`src/include/eth_crc32.svh`:
```
`ifndef eth_crc32_svh
`define eth_crc32_svh

// Advances the reflected IEEE 802.3 CRC-32 register by one byte
// Bits enter LSB first, the order in which they cross the wire
// No final inversion here, so a good frame leaves crc_residue behind
function automatic logic [31:0] eth_crc32_next(
    input logic [31:0] crc,     // Register value before this byte
    input logic [7:0]  data     // Byte as it came off the wire
);
    logic [31:0] c;

    c = crc;
    for (int i = 0; i < 8; i++) begin
        // Shift one bit out and fold in the reversed polynomial on a mismatch
        c = (c[0] ^ data[i]) ? ((c >> 1) ^ 32'hEDB8_8320) : (c >> 1);
    end
    return c;
endfunction

`endif

```
`src/logic/rgmii_rx_pkg.sv`:
```
package rgmii_rx_pkg;

    // Link speed codes, same encoding as the PHY side uses
    localparam logic [1:0] link_speed_10    = 2'd0;
    localparam logic [1:0] link_speed_100   = 2'd1;
    localparam logic [1:0] link_speed_1000  = 2'd2;
    localparam logic [1:0] link_speed_reset = link_speed_1000;  // Gigabit out of reset

    // Frame framing bytes as seen after nibble joining
    localparam logic [7:0] preamble_byte = 8'h55;
    localparam logic [7:0] sfd_byte      = 8'hD5;

    // CRC register start value and the magic residue of a good frame
    localparam logic [31:0] crc_init    = 32'hFFFF_FFFF;
    localparam logic [31:0] crc_residue = 32'hDEBB_20E3;

    // Byte count covers everything after the delimiter, FCS included
    localparam int frame_len_width  = 11;
    localparam int stat_count_width = 32;
    localparam logic [frame_len_width-1:0] min_frame_bytes = 11'd64;

    ////////////////////////////////////////////////////////////////////
    // AXI4-Lite register map, byte offsets of 32-bit words
    ////////////////////////////////////////////////////////////////////
    localparam int axi_addr_width = 5;

    localparam logic [axi_addr_width-1:0] reg_ctrl     = 5'h00;  // Link speed, read/write
    localparam logic [axi_addr_width-1:0] reg_good     = 5'h04;
    localparam logic [axi_addr_width-1:0] reg_crc_err  = 5'h08;
    localparam logic [axi_addr_width-1:0] reg_phy_err  = 5'h0C;
    localparam logic [axi_addr_width-1:0] reg_runt     = 5'h10;
    localparam logic [axi_addr_width-1:0] reg_last_len = 5'h14;
    localparam logic [axi_addr_width-1:0] reg_clear    = 5'h18;  // Write-only

    localparam logic [1:0] axi_resp_okay   = 2'b00;
    localparam logic [1:0] axi_resp_slverr = 2'b10;

endpackage

```
`src/logic/rgmii_rx_nibble_join.sv`:
```
`timescale 1ns/1ps

module rgmii_rx_nibble_join import rgmii_rx_pkg::*; (
    input  logic       rgmii_mac_rx_clk,    // Clock recovered from the PHY
    input  logic       reset_n,
    input  logic [1:0] link_speed,
    input  logic [3:0] rxd_rise,            // Nibble taken on the rising edge
    input  logic [3:0] rxd_fall,            // Nibble taken on the falling edge
    input  logic       rxctl_rise,          // Data valid
    input  logic       rxctl_fall,          // Data valid XOR error
    output logic [7:0] byte_data,
    output logic       byte_valid,
    output logic       byte_dv,
    output logic       byte_er
);

    logic       gig;        // Both edges carry data
    logic       ctl_q;      // Last cycle's rxctl_rise, finds the start of valid
    logic       phase;      // High when the coming nibble is the upper half
    logic       cur_phase;  // Phase after re-alignment on a fresh valid
    logic [3:0] low_nib;    // Lower nibble parked until its partner shows up
    logic       low_er;

    assign gig       = (link_speed == link_speed_1000);
    assign cur_phase = (rxctl_rise && !ctl_q) ? 1'b0 : phase;  // New frame starts low

    // Strobe and phase tracking
    always_ff @(posedge rgmii_mac_rx_clk) begin
        if (!reset_n) begin
            ctl_q      <= 1'b0;
            phase      <= 1'b0;
            byte_valid <= 1'b0;
        end else begin
            ctl_q <= rxctl_rise;
            if (gig) begin
                phase      <= 1'b0;         // Parked low so a drop to SDR starts clean
                byte_valid <= 1'b1;         // A full byte on every clock
            end else begin
                phase      <= ~cur_phase;
                byte_valid <= cur_phase;    // Strobe only once the upper nibble is in
            end
        end
    end

    // Byte assembly, qualified downstream by byte_valid
    always_ff @(posedge rgmii_mac_rx_clk) begin
        if (gig) begin
            byte_data <= {rxd_fall, rxd_rise};
            byte_dv   <= rxctl_rise;
            byte_er   <= rxctl_rise ^ rxctl_fall;
        end else if (!cur_phase) begin
            low_nib <= rxd_rise;                        // SDR repeats the nibble on both edges
            low_er  <= rxctl_rise ^ rxctl_fall;
        end else begin
            byte_data <= {rxd_rise, low_nib};
            byte_dv   <= rxctl_rise;
            byte_er   <= low_er | (rxctl_rise ^ rxctl_fall);  // Error on either half counts
        end
    end

    // Two nibbles per byte at 10/100, so strobes can never be back to back
    assert property (@(posedge rgmii_mac_rx_clk) disable iff (!reset_n)
        (byte_valid && !gig) |=> !byte_valid);

endmodule

```
`src/logic/eth_rx_frame_check.sv`:
```
`timescale 1ns/1ps

module eth_rx_frame_check import rgmii_rx_pkg::*; (
    input  logic                       rgmii_mac_rx_clk,
    input  logic                       reset_n,
    input  logic [7:0]                 byte_data,
    input  logic                       byte_valid,
    input  logic                       byte_dv,
    input  logic                       byte_er,
    output logic [7:0]                 rx_data,
    output logic                       rx_valid,
    output logic                       rx_last,     // Final FCS byte
    output logic                       rx_good,     // Status, valid only with rx_last
    output logic                       rx_crc_err,
    output logic                       rx_phy_err,
    output logic                       rx_runt,
    output logic                       frame_done,
    output logic [frame_len_width-1:0] frame_len
);

`include "eth_crc32.svh"

    typedef enum logic [1:0] {
        st_idle,
        st_preamble,
        st_body
    } state_t;

    state_t                     state;
    logic [7:0]                 hold_data;  // One byte held back to tag the last one
    logic                       hold_full;
    logic [31:0]                crc;        // Runs over the body and FCS
    logic [frame_len_width-1:0] count;
    logic                       er_seen;    // Sticky PHY error for this frame
    logic                       crc_bad;
    logic                       short;

    //////////////////////////////////////////////////////////////////////
    // Delimiter search and body tracking
    //////////////////////////////////////////////////////////////////////
    always_ff @(posedge rgmii_mac_rx_clk) begin
        if (!reset_n) begin
            state     <= st_idle;
            hold_full <= 1'b0;
        end else if (byte_valid) begin
            case (state)
                st_idle: begin
                    if (byte_dv && byte_data == preamble_byte)
                        state <= st_preamble;
                end
                st_preamble: begin
                    if (!byte_dv)
                        state <= st_idle;                   // Carrier gone before the SFD
                    else if (byte_data == sfd_byte)
                        state <= st_body;
                    else if (byte_data != preamble_byte)
                        state <= st_idle;                   // Garbage, wait for a new preamble
                end
                st_body: begin
                    hold_full <= byte_dv;                   // Drop of dv flushes the held byte
                    if (!byte_dv)
                        state <= st_idle;
                end
                default: state <= st_idle;
            endcase
        end
    end

    // Per-frame accumulators, restarted on the delimiter
    always_ff @(posedge rgmii_mac_rx_clk) begin
        if (byte_valid && byte_dv) begin
            if (state == st_preamble && byte_data == sfd_byte) begin
                crc     <= crc_init;
                count   <= '0;
                er_seen <= 1'b0;
            end else if (state == st_body) begin
                hold_data <= byte_data;
                crc       <= eth_crc32_next(crc, byte_data);
                count     <= count + frame_len_width'(1);
                er_seen   <= er_seen | byte_er;
            end
        end
    end

    //////////////////////////////////////////////////////////////////////
    // Output stream and end-of-frame status
    //////////////////////////////////////////////////////////////////////
    // The held byte leaves when the next byte slot arrives, a frame byte or the dv drop
    assign rx_data  = hold_data;
    assign rx_valid = hold_full && byte_valid;
    assign rx_last  = rx_valid && !byte_dv;

    assign crc_bad = (crc != crc_residue);
    assign short   = (count < min_frame_bytes);

    // Priority is PHY error, then runt, then CRC
    assign rx_phy_err = rx_last && er_seen;
    assign rx_runt    = rx_last && !er_seen && short;
    assign rx_crc_err = rx_last && !er_seen && !short && crc_bad;
    assign rx_good    = rx_last && !er_seen && !short && !crc_bad;

    assign frame_done = rx_last;
    assign frame_len  = count;  // Already includes the released byte

    // A frame ends on a real byte and the stream goes quiet right after
    assert property (@(posedge rgmii_mac_rx_clk) disable iff (!reset_n)
        rx_last |-> rx_valid ##1 !rx_valid);

    assert property (@(posedge rgmii_mac_rx_clk) disable iff (!reset_n)
        rx_last |-> $onehot({rx_good, rx_crc_err, rx_phy_err, rx_runt}));

endmodule

```
`src/logic/eth_rx_stats_regs.sv`:
```
`timescale 1ns/1ps

module eth_rx_stats_regs import rgmii_rx_pkg::*; (
    input  logic                       rgmii_mac_rx_clk,
    input  logic                       reset_n,
    input  logic                       frame_done,
    input  logic                       frame_good,
    input  logic                       frame_crc_err,
    input  logic                       frame_phy_err,
    input  logic                       frame_runt,
    input  logic [frame_len_width-1:0] frame_len,
    output logic [1:0]                 link_speed,
    input  logic [axi_addr_width-1:0]  s_axil_awaddr,
    input  logic                       s_axil_awvalid,
    output logic                       s_axil_awready,
    input  logic [31:0]                s_axil_wdata,
    input  logic [3:0]                 s_axil_wstrb,
    input  logic                       s_axil_wvalid,
    output logic                       s_axil_wready,
    output logic [1:0]                 s_axil_bresp,
    output logic                       s_axil_bvalid,
    input  logic                       s_axil_bready,
    input  logic [axi_addr_width-1:0]  s_axil_araddr,
    input  logic                       s_axil_arvalid,
    output logic                       s_axil_arready,
    output logic [31:0]                s_axil_rdata,
    output logic [1:0]                 s_axil_rresp,
    output logic                       s_axil_rvalid,
    input  logic                       s_axil_rready
);

    logic                        wr_hs;     // AW and W taken together
    logic                        rd_hs;
    logic [axi_addr_width-1:0]   wr_addr;   // Word aligned
    logic [axi_addr_width-1:0]   rd_addr;
    logic                        wr_ctrl;
    logic                        wr_clear;
    logic [stat_count_width-1:0] cnt_good;
    logic [stat_count_width-1:0] cnt_crc;
    logic [stat_count_width-1:0] cnt_phy;
    logic [stat_count_width-1:0] cnt_runt;
    logic [frame_len_width-1:0]  last_len;

    // Ready only while both halves of a write are present and no response is pending
    assign wr_hs          = s_axil_awvalid && s_axil_wvalid && !s_axil_bvalid;
    assign s_axil_awready = wr_hs;
    assign s_axil_wready  = wr_hs;
    assign rd_hs          = s_axil_arvalid && !s_axil_rvalid;  // Held rvalid blocks reads
    assign s_axil_arready = rd_hs;

    assign wr_addr  = {s_axil_awaddr[axi_addr_width-1:2], 2'b00};
    assign rd_addr  = {s_axil_araddr[axi_addr_width-1:2], 2'b00};
    assign wr_ctrl  = wr_hs && (wr_addr == reg_ctrl);
    assign wr_clear = wr_hs && (wr_addr == reg_clear);

    //////////////////////////////////////////////////////////////////////
    // Handshake state and the control register
    //////////////////////////////////////////////////////////////////////
    always_ff @(posedge rgmii_mac_rx_clk) begin
        if (!reset_n) begin
            s_axil_bvalid <= 1'b0;
            s_axil_rvalid <= 1'b0;
            link_speed    <= link_speed_reset;
        end else begin
            if (wr_hs)
                s_axil_bvalid <= 1'b1;
            else if (s_axil_bready)
                s_axil_bvalid <= 1'b0;
            if (rd_hs)
                s_axil_rvalid <= 1'b1;
            else if (s_axil_rready)
                s_axil_rvalid <= 1'b0;
            if (wr_ctrl && s_axil_wstrb[0])
                link_speed <= s_axil_wdata[1:0];
        end
    end

    // Response payloads, captured on the handshake
    always_ff @(posedge rgmii_mac_rx_clk) begin
        if (wr_hs)
            s_axil_bresp <= (wr_ctrl || wr_clear) ? axi_resp_okay : axi_resp_slverr;
        if (rd_hs) begin
            s_axil_rresp <= axi_resp_okay;
            s_axil_rdata <= '0;
            case (rd_addr)
                reg_ctrl:     s_axil_rdata <= {30'd0, link_speed};
                reg_good:     s_axil_rdata <= cnt_good;
                reg_crc_err:  s_axil_rdata <= cnt_crc;
                reg_phy_err:  s_axil_rdata <= cnt_phy;
                reg_runt:     s_axil_rdata <= cnt_runt;
                reg_last_len: s_axil_rdata <= 32'(last_len);
                default:      s_axil_rresp <= axi_resp_slverr;  // reg_clear reads fail too
            endcase
        end
    end

    //////////////////////////////////////////////////////////////////////
    // Frame counters, a clear wins over a frame ending in the same cycle
    //////////////////////////////////////////////////////////////////////
    always_ff @(posedge rgmii_mac_rx_clk) begin
        if (!reset_n) begin
            cnt_good <= '0;
            cnt_crc  <= '0;
            cnt_phy  <= '0;
            cnt_runt <= '0;
            last_len <= '0;
        end else if (wr_clear) begin
            cnt_good <= '0;
            cnt_crc  <= '0;
            cnt_phy  <= '0;
            cnt_runt <= '0;
        end else if (frame_done) begin
            if (frame_good)    cnt_good <= cnt_good + stat_count_width'(1);
            if (frame_crc_err) cnt_crc  <= cnt_crc + stat_count_width'(1);
            if (frame_phy_err) cnt_phy  <= cnt_phy + stat_count_width'(1);
            if (frame_runt)    cnt_runt <= cnt_runt + stat_count_width'(1);
            last_len <= frame_len;
        end
    end

    // A write response only ever follows an accepted write
    assert property (@(posedge rgmii_mac_rx_clk) disable iff (!reset_n)
        $rose(s_axil_bvalid) |-> $past(wr_hs));

endmodule

```
`src/logic/rgmii_rx_top.sv`:
```
`timescale 1ns/1ps

module rgmii_rx_top import rgmii_rx_pkg::*; (
    input  logic                      rgmii_mac_rx_clk,
    input  logic                      reset_n,
    input  logic [3:0]                rxd_rise,
    input  logic [3:0]                rxd_fall,
    input  logic                      rxctl_rise,
    input  logic                      rxctl_fall,
    output logic [7:0]                rx_data,
    output logic                      rx_valid,
    output logic                      rx_last,
    output logic                      rx_good,
    output logic                      rx_crc_err,
    output logic                      rx_phy_err,
    output logic                      rx_runt,
    input  logic [axi_addr_width-1:0] s_axil_awaddr,
    input  logic                      s_axil_awvalid,
    output logic                      s_axil_awready,
    input  logic [31:0]               s_axil_wdata,
    input  logic [3:0]                s_axil_wstrb,
    input  logic                      s_axil_wvalid,
    output logic                      s_axil_wready,
    output logic [1:0]                s_axil_bresp,
    output logic                      s_axil_bvalid,
    input  logic                      s_axil_bready,
    input  logic [axi_addr_width-1:0] s_axil_araddr,
    input  logic                      s_axil_arvalid,
    output logic                      s_axil_arready,
    output logic [31:0]               s_axil_rdata,
    output logic [1:0]                s_axil_rresp,
    output logic                      s_axil_rvalid,
    input  logic                      s_axil_rready
);

    logic [1:0]                 link_speed;     // From the control register
    logic [7:0]                 byte_data;      // Joined bytes into the checker
    logic                       byte_valid;
    logic                       byte_dv;
    logic                       byte_er;
    logic                       frame_done;     // End-of-frame report to the counters
    logic [frame_len_width-1:0] frame_len;

    // Edge samples to bytes, speed chosen by software
    rgmii_rx_nibble_join i_join (.*);

    // Preamble strip, CRC and length checks
    eth_rx_frame_check i_check (.*);

    // Register block, outcome flags feed the counters
    eth_rx_stats_regs i_regs (
        .frame_good    (rx_good),
        .frame_crc_err (rx_crc_err),
        .frame_phy_err (rx_phy_err),
        .frame_runt    (rx_runt),
        .*
    );

endmodule

```
`config.mk`:
```
export PLATFORM = sky130hd
export DESIGN_NAME = rgmii_rx_top
export DESIGN_NICKNAME = d
export VERILOG_FILES = /design/src/logic/rgmii_rx_pkg.sv /design/src/logic/rgmii_rx_nibble_join.sv /design/src/logic/eth_rx_frame_check.sv /design/src/logic/eth_rx_stats_regs.sv /design/src/logic/rgmii_rx_top.sv
export VERILOG_INCLUDE_DIRS = /design/src /design/src/include
export SDC_FILE = /design/constraint.sdc
export NUM_CORES = 1
export LEC_CHECK = 0
export ABC_AREA = 0
export BUFFER_PORTS_ARGS = -buffer_cell sky130_fd_sc_hd__buf_2
export CAP_MARGIN = 20
export CORE_MARGIN = 2
export CORE_UTILIZATION = 45
export DETAILED_ROUTE_END_ITERATION = 6
export HOLD_SLACK_MARGIN = 0.12
export PLACE_DENSITY = 0.73
export SLEW_MARGIN = 25
export SYNTH_ARGS = -nofsm -noshare
export SYNTH_HDL_FRONTEND = slang
export SYNTH_SLANG_ARGS = --single-unit
```
`constraint.sdc`:
```
create_clock -name rgmii_mac_rx_clk -period 4.3 [get_ports rgmii_mac_rx_clk]
set_clock_uncertainty 0.2 [all_clocks]
set_input_delay 0.86 -clock rgmii_mac_rx_clk [delete_from_list [all_inputs] [get_ports rgmii_mac_rx_clk]]
set_output_delay 0.86 -clock rgmii_mac_rx_clk [all_outputs]
set_load 0.1 [all_outputs]
```
### Yosys cells after proc, flatten, opt, wreduce, memory -nomap -nowiden

Cells that the tools add are included.

| operators by class | value |
|---|---|
| add/subtract/negate cells | 5 |
| $lt $le $gt $ge | 1 |
| eq/ne operators | 16 |
| multiplexer cells | 32 |
| bitwise gates (word level) | 24 |
| reduce and logical (&&, ||, !) cells | 46 |

Operators with widths:

| operator | count |
|---|---|
| two-way mux 32 bit | 9 |
| one-hot mux 32 bit (6 select lines) | 1 |
| adder 32 x 1 -> 32 bit, second input constant | 4 |
| inverter 13 -> 14 bit | 8 |
| != test 32 bit, second input constant | 1 |
| logical AND 1 bit | 18 |
| two-way mux 8 bit | 2 |
| AND reduction 2 bit | 8 |
| two-way mux 2 bit | 7 |
| adder 11 x 1 -> 11 bit, second input constant | 1 |
| < comparator 11 x 7 -> 1 bit, second input constant | 1 |
| two-way mux 1 bit | 11 |
| two-way mux 11 bit | 1 |
| logical NOT 5 bit | 2 |
| equality test 3 bit, second input constant | 3 |
| XOR 1 bit | 9 |
| equality test 8 x 7 -> 1 bit, second input constant | 1 |
| equality test 8 bit, second input constant | 1 |
| != test 8 x 7 -> 1 bit, second input constant | 1 |
| nonzero test 2 bit | 4 |
| logical NOT 1 bit | 7 |
| equality test 3 x 2 -> 1 bit, second input constant | 2 |
| one-hot mux 2 bit (3 select lines) | 1 |
| OR reduction 6 bit | 1 |
| 13 further kinds | 20 |

| storage, ports and cells | value |
|---|---|
| register bits | 252 |
| output and inout port bits | 55 |
| word-level logic and storage cells | 149 |

### Logic depth before layout (Yosys ltp)

| logic depth | value |
|---|---|
| word-level depth | 17 |
| depth in mapped cells | 8 |
| depth with buffers taken out | 6 |

### Cells and area by module

From an unflattened synthesis, not the netlist that was laid out.

| unflattened totals | value |
|---|---|
| cells, all modules | 1206 |
| area total of the unflattened synthesis | 12426.9 um^2 |

Modules (own cells, without submodules):

| module | instances | cells an instance | area each (um^2) | sequential area each (um^2) |
|---|---|---|---|---|
| eth_rx_stats_regs | 1 | 921 | 8585.7 | 3883.7 |
| eth_rx_frame_check | 1 | 246 | 3119.2 | 1621.6 |
| rgmii_rx_nibble_join | 1 | 39 | 721.9 | 510.5 |

### Worst setup path before layout

Ideal clock, no wire load.

| timing path | value |
|---|---|
| path type | input to output |
| start point | input s_axil_arvalid |
| end point | output s_axil_arready |
| arrival | 3.604 ns |
| data required time | 3.240 ns |
| setup slack | -0.364 ns |
| cell stages on the path | 1 |
| buffers on the path | 0 |
| cell sequence | nor2b_1 |

| between the ends | value |
|---|---|
| longest elaborated chain between the ends | 1 |

Ends and longest elaborated chain:

| item | RTL line | RTL |
|---|---|---|
| start, declared | rgmii_rx_top.sv:28 | `input logic s_axil_arvalid,` |
| logical AND 1 bit | eth_rx_stats_regs.sv:48 | `assign rd_hs = s_axil_arvalid && !s_axil_rvalid;` |
| end, declared | rgmii_rx_top.sv:29 | `output logic s_axil_arready,` |

Every way passes these cells.

### Worst setup path after layout

| timing path | value |
|---|---|
| start point | register i_check.crc[22] |
| end point | output rx_good |

| between the ends | value |
|---|---|
| longest elaborated chain between the ends | 3 |

Ends and longest elaborated chain:

| item | RTL line | RTL |
|---|---|---|
| start, declared | eth_rx_frame_check.sv:32 | `logic [31:0] crc;` |
| start signal, assigned | eth_rx_frame_check.sv:73 | `crc <= crc_init;` |
| start signal, assigned | eth_rx_frame_check.sv:78 | `crc <= eth_crc32_next(crc, byte_data);` |
| != test 32 bit | eth_rx_frame_check.sv:93 | `assign crc_bad = (crc != crc_residue);` |
| logical NOT 1 bit | eth_rx_frame_check.sv:100 | `assign rx_good = rx_last && !er_seen && !short && !crc_bad;` |
| logical AND 1 bit | eth_rx_frame_check.sv:100 |  |
| end, declared | rgmii_rx_top.sv:13 | `output logic rx_good,` |

Every way passes these cells.

==> flow_summary.yaml <==
synthesis:
  yosysTopAreaCell: "edfxtp_1"
  yosysTopAreaCellShare_pct: 25.1
  seq_area_frac_synth_pct: 49.7
  synth_edf_count: 101
  yosys.cell_types.count: 61
  synthCells: 1213
  synth_top_family_by_area: "simple AND/OR/NAND/NOR gates"
  synthSimpleGateAreaFrac_pct: 20.5
  synthAdderAreaFrac_pct: 0.517
  syn_area_per_cell_sq_um: 9.98
  synthArstFlopShare_pct: 0
  synth_flop_cell: "dfxtp_1"
  yosysWarningCount: 0
  synth_compound_area_share_pct: 11.6
  synth_xor_area_share_pct: 11.6
  ys_ff_latch: 250
  synthMuxAreaShare_pct: 2.99
  yosys-top-cells-area: "edfxtp_1 25%, dfxtp_1 25%, xnor2_1 7.1%"
  synth_area_sq_um: 12100
pwr:
  p_int_mw: 4.11
  power_density_nw_per_um2: 395
  p_sw_share_pct: 24.2
  netSwitchingPower_mw: 1.31
  power_frac_clock_pct: 44.7
  pwr-share-seq_pct: 46.5
  p_leak_nw: 4.75
  power_frac_comb_pct: 8.8
  power.total_mw: 5.43
  peakVddDrop_mv: 0.338
cells_and_area:
  antennaDiodeCount: 0
  multi_input_area_sq_um: 5760
  fillCellCount: 2356
  fin_nets: 1339
  stdcell_count: 1634
  drive_above_1_share_pct: 13.4
  final_cell_area_sq_um: 13800
  mostFrequentLayoutCell: "dfxtp_1"
  area_growth_pct: 13.7
  ff_latch_area_sq_um: 6020
  final_util_pct: 51.6
  mostFrequentLayoutCells: "149 x dfxtp_1, 127 x nor2_1, 101 x edfxtp_1, 98 x xnor2_1, 79 x nand2_1"
clocking:
  clk_latency_ps: 540
  clk_path_buf_depth: 3
  cts_tree: "done"
  cts_buffers: 28
  cts_resized: 0
  holdBufCountCts: 0
  clk_pin_slew_worst_paths_ps: 60
  postCtsSetupBuffers: 0
  cts_max_level: 1
  cts-root-buf: "clkbuf_16"
  cts.sink_count: 250
sta:
  finalSetupViolCount: 0
  relSlewSlack_pct: 37.4
  min_period_ps: 3980
  drv_slew: 0
  finalCritPeriodShare_pct: 92.5
  hold_viol: 0
  worst_pin_slew_ps: 932
  grt_setup_unrepaired: "no"
  fmax_mhz: 251
  setup_tns_ps: 0
setup_path:
  cpPeakStageDelay_ps: 570
  reg2reg_depth: 5
  worstPathRequired_ps: 3240
  crit_fanout: 6
  arrival_ps: 2920
  crit_cells: 4
  cp_top_family: "simple AND/OR/NAND/NOR gates"
  path_class: "flip-flop to primary output"
  endpoint_kind: "primary output"
  crit_buf_inv: 1
  worstSetupStartpointType: "flip-flop"
  cp_slowest_cell: "or4b_4"
  path_cells: "or4b_4 -> or4_1 -> nor3_2 -> buf_2"
drt:
  viasPerCell: 5.77
  dr.pass1.iters: 5
  vias: 9431
  route.detailed.drc: 0
  routedWlPerCell_um: 18.0
  drt_wl_total_mm: 29.4
  drt_iter0_markers: 835
  ant_nets: 0
run:
  cap_viol_max_count: 0
global_routing:
  grt_max_degree: 62
  antenna_found_initial: 0
  grt_usage_pct: 20.3
  overflow: 0
  grt_pass1_vias: 8939
  grt_first_pass_wirelength_mm: 46.5
placed_design:
  port_buffers: 78
  finalWeightedCongestion: 0.868
  place_area_sq_um: 12800
  placed_cells: 1582
  place_hpwl_mm: 20.4
worst_hold_path:
  hold_depth: 2
  hold_path.class: "flip-flop to flip-flop"
die:
  die_w_um: 168
  initial_core_util_pct: 45.4
  die_h_um: 168
  rows: 60
  core_sq_um: 26700
  dieArea_sq_um: 28200
  top_level_ports: 118
status:
  outcome: "finished, final reports clean"
[metrics by stage]
stage | worst slack [ps] | hold slack (ps)
finish | 322 | 287
global route | 241 | 304
CTS | 301 | 286
detailed placement | 880 | 275
global placement | 929 | 267
floorplan | 427 | 246
[area by class of cell]
class	instances	share of cell area [%]
clock inverter	17	1.18
clock buffer	35	5.66
sequential	250	43.7
multi-input combinational	871	41.9
timing repair buffer	92	3.69
inverter	28	0.764
tap	341	3.10
[path summary, 6_finish.rpt]
path,slack [ps],to,from
min reg2reg,290,i_regs.cnt_good[31],i_regs.cnt_good[31]
max,320,rx_good,i_check.crc[22]
min,290,i_regs.cnt_good[31],i_regs.cnt_good[31]
max reg2reg,1050,i_regs.cnt_good[29],i_join.byte_dv
[cell usage after synthesis, types with 10 or more instances]
library cell,number
nor4_1,13
or3_1,36
nor3_1,16
a21oi_1,59
nand4_1,47
xnor2_1,98
and4_1,13
o21ai_0,47
or4_1,13
nand2_1,80
edfxtp_1,101
and2_1,14
dfxtp_1,149
a22o_1,20
o31ai_1,10
clkbuf_1,54
mux2i_1,26
nor2_1,127
xor2_1,48
inv_1,27
nand3_1,56
and3_1,18
a221o_1,29
[worst reg2reg max path: stages (launching register included)]
cell	delay, ps
edfxtp_1	450
nand4bb_1	310
a21oi_1	580
nand4_1	770
or4_1	730
a21oi_1	140
[cells by family (layout without fill, tap and decap cells)]
family / after synthesis / in the layout
AND/OR/NAND/NOR: 472 / 472
other: 1 / 2
XOR/XNOR: 152 / 152
multiplexers: 35 / 35
adder cells (fa/ha/maj): 5 / 5
flip-flops: 250 / 250
AO/OA/AOI/OAI: 205 / 205
buffers and inverters: 93 / 172
[layer usage]
layer  track usage [%]  wire length [um]  up-vias
met1              25.6             12500     4533
met2              35.0             14300      270
met4              8.17              1140        0
met5                 0                 0        -
met3              2.96              1430       71
li1                  -                 -     4557
[state kept, by name, summed over array words and instances, names as in the netlist, 2 cells and up]
signal / count
i_regs.s_axil_rdata: 32
i_join.low_nib: 4
i_check.rx_data: 8
i_regs.cnt_runt: 32
i_check.crc: 32
i_check.state: 2
i_check.frame_len: 11
i_regs.cnt_good: 32
i_regs.link_speed: 2
i_regs.last_len: 11
i_join.byte_data: 8
i_regs.cnt_crc: 32
i_regs.cnt_phy: 32
[power groups by stage]
| stage | sequential, mW | combinational, mW | clock [mW] |
|---|---|---|---|
| after floorplan | 2.69 | 0.264 | 0 |
| after global routing | 2.53 | 0.513 | 2.55 |
| after detailed placement | 2.57 | 0.479 | 0 |
| final | 2.52 | 0.479 | 2.43 |
| after global placement | 2.57 | 0.471 | 0 |
| after CTS | 2.52 | 0.481 | 2.46 |
Power figures use the tool's default switching activity.
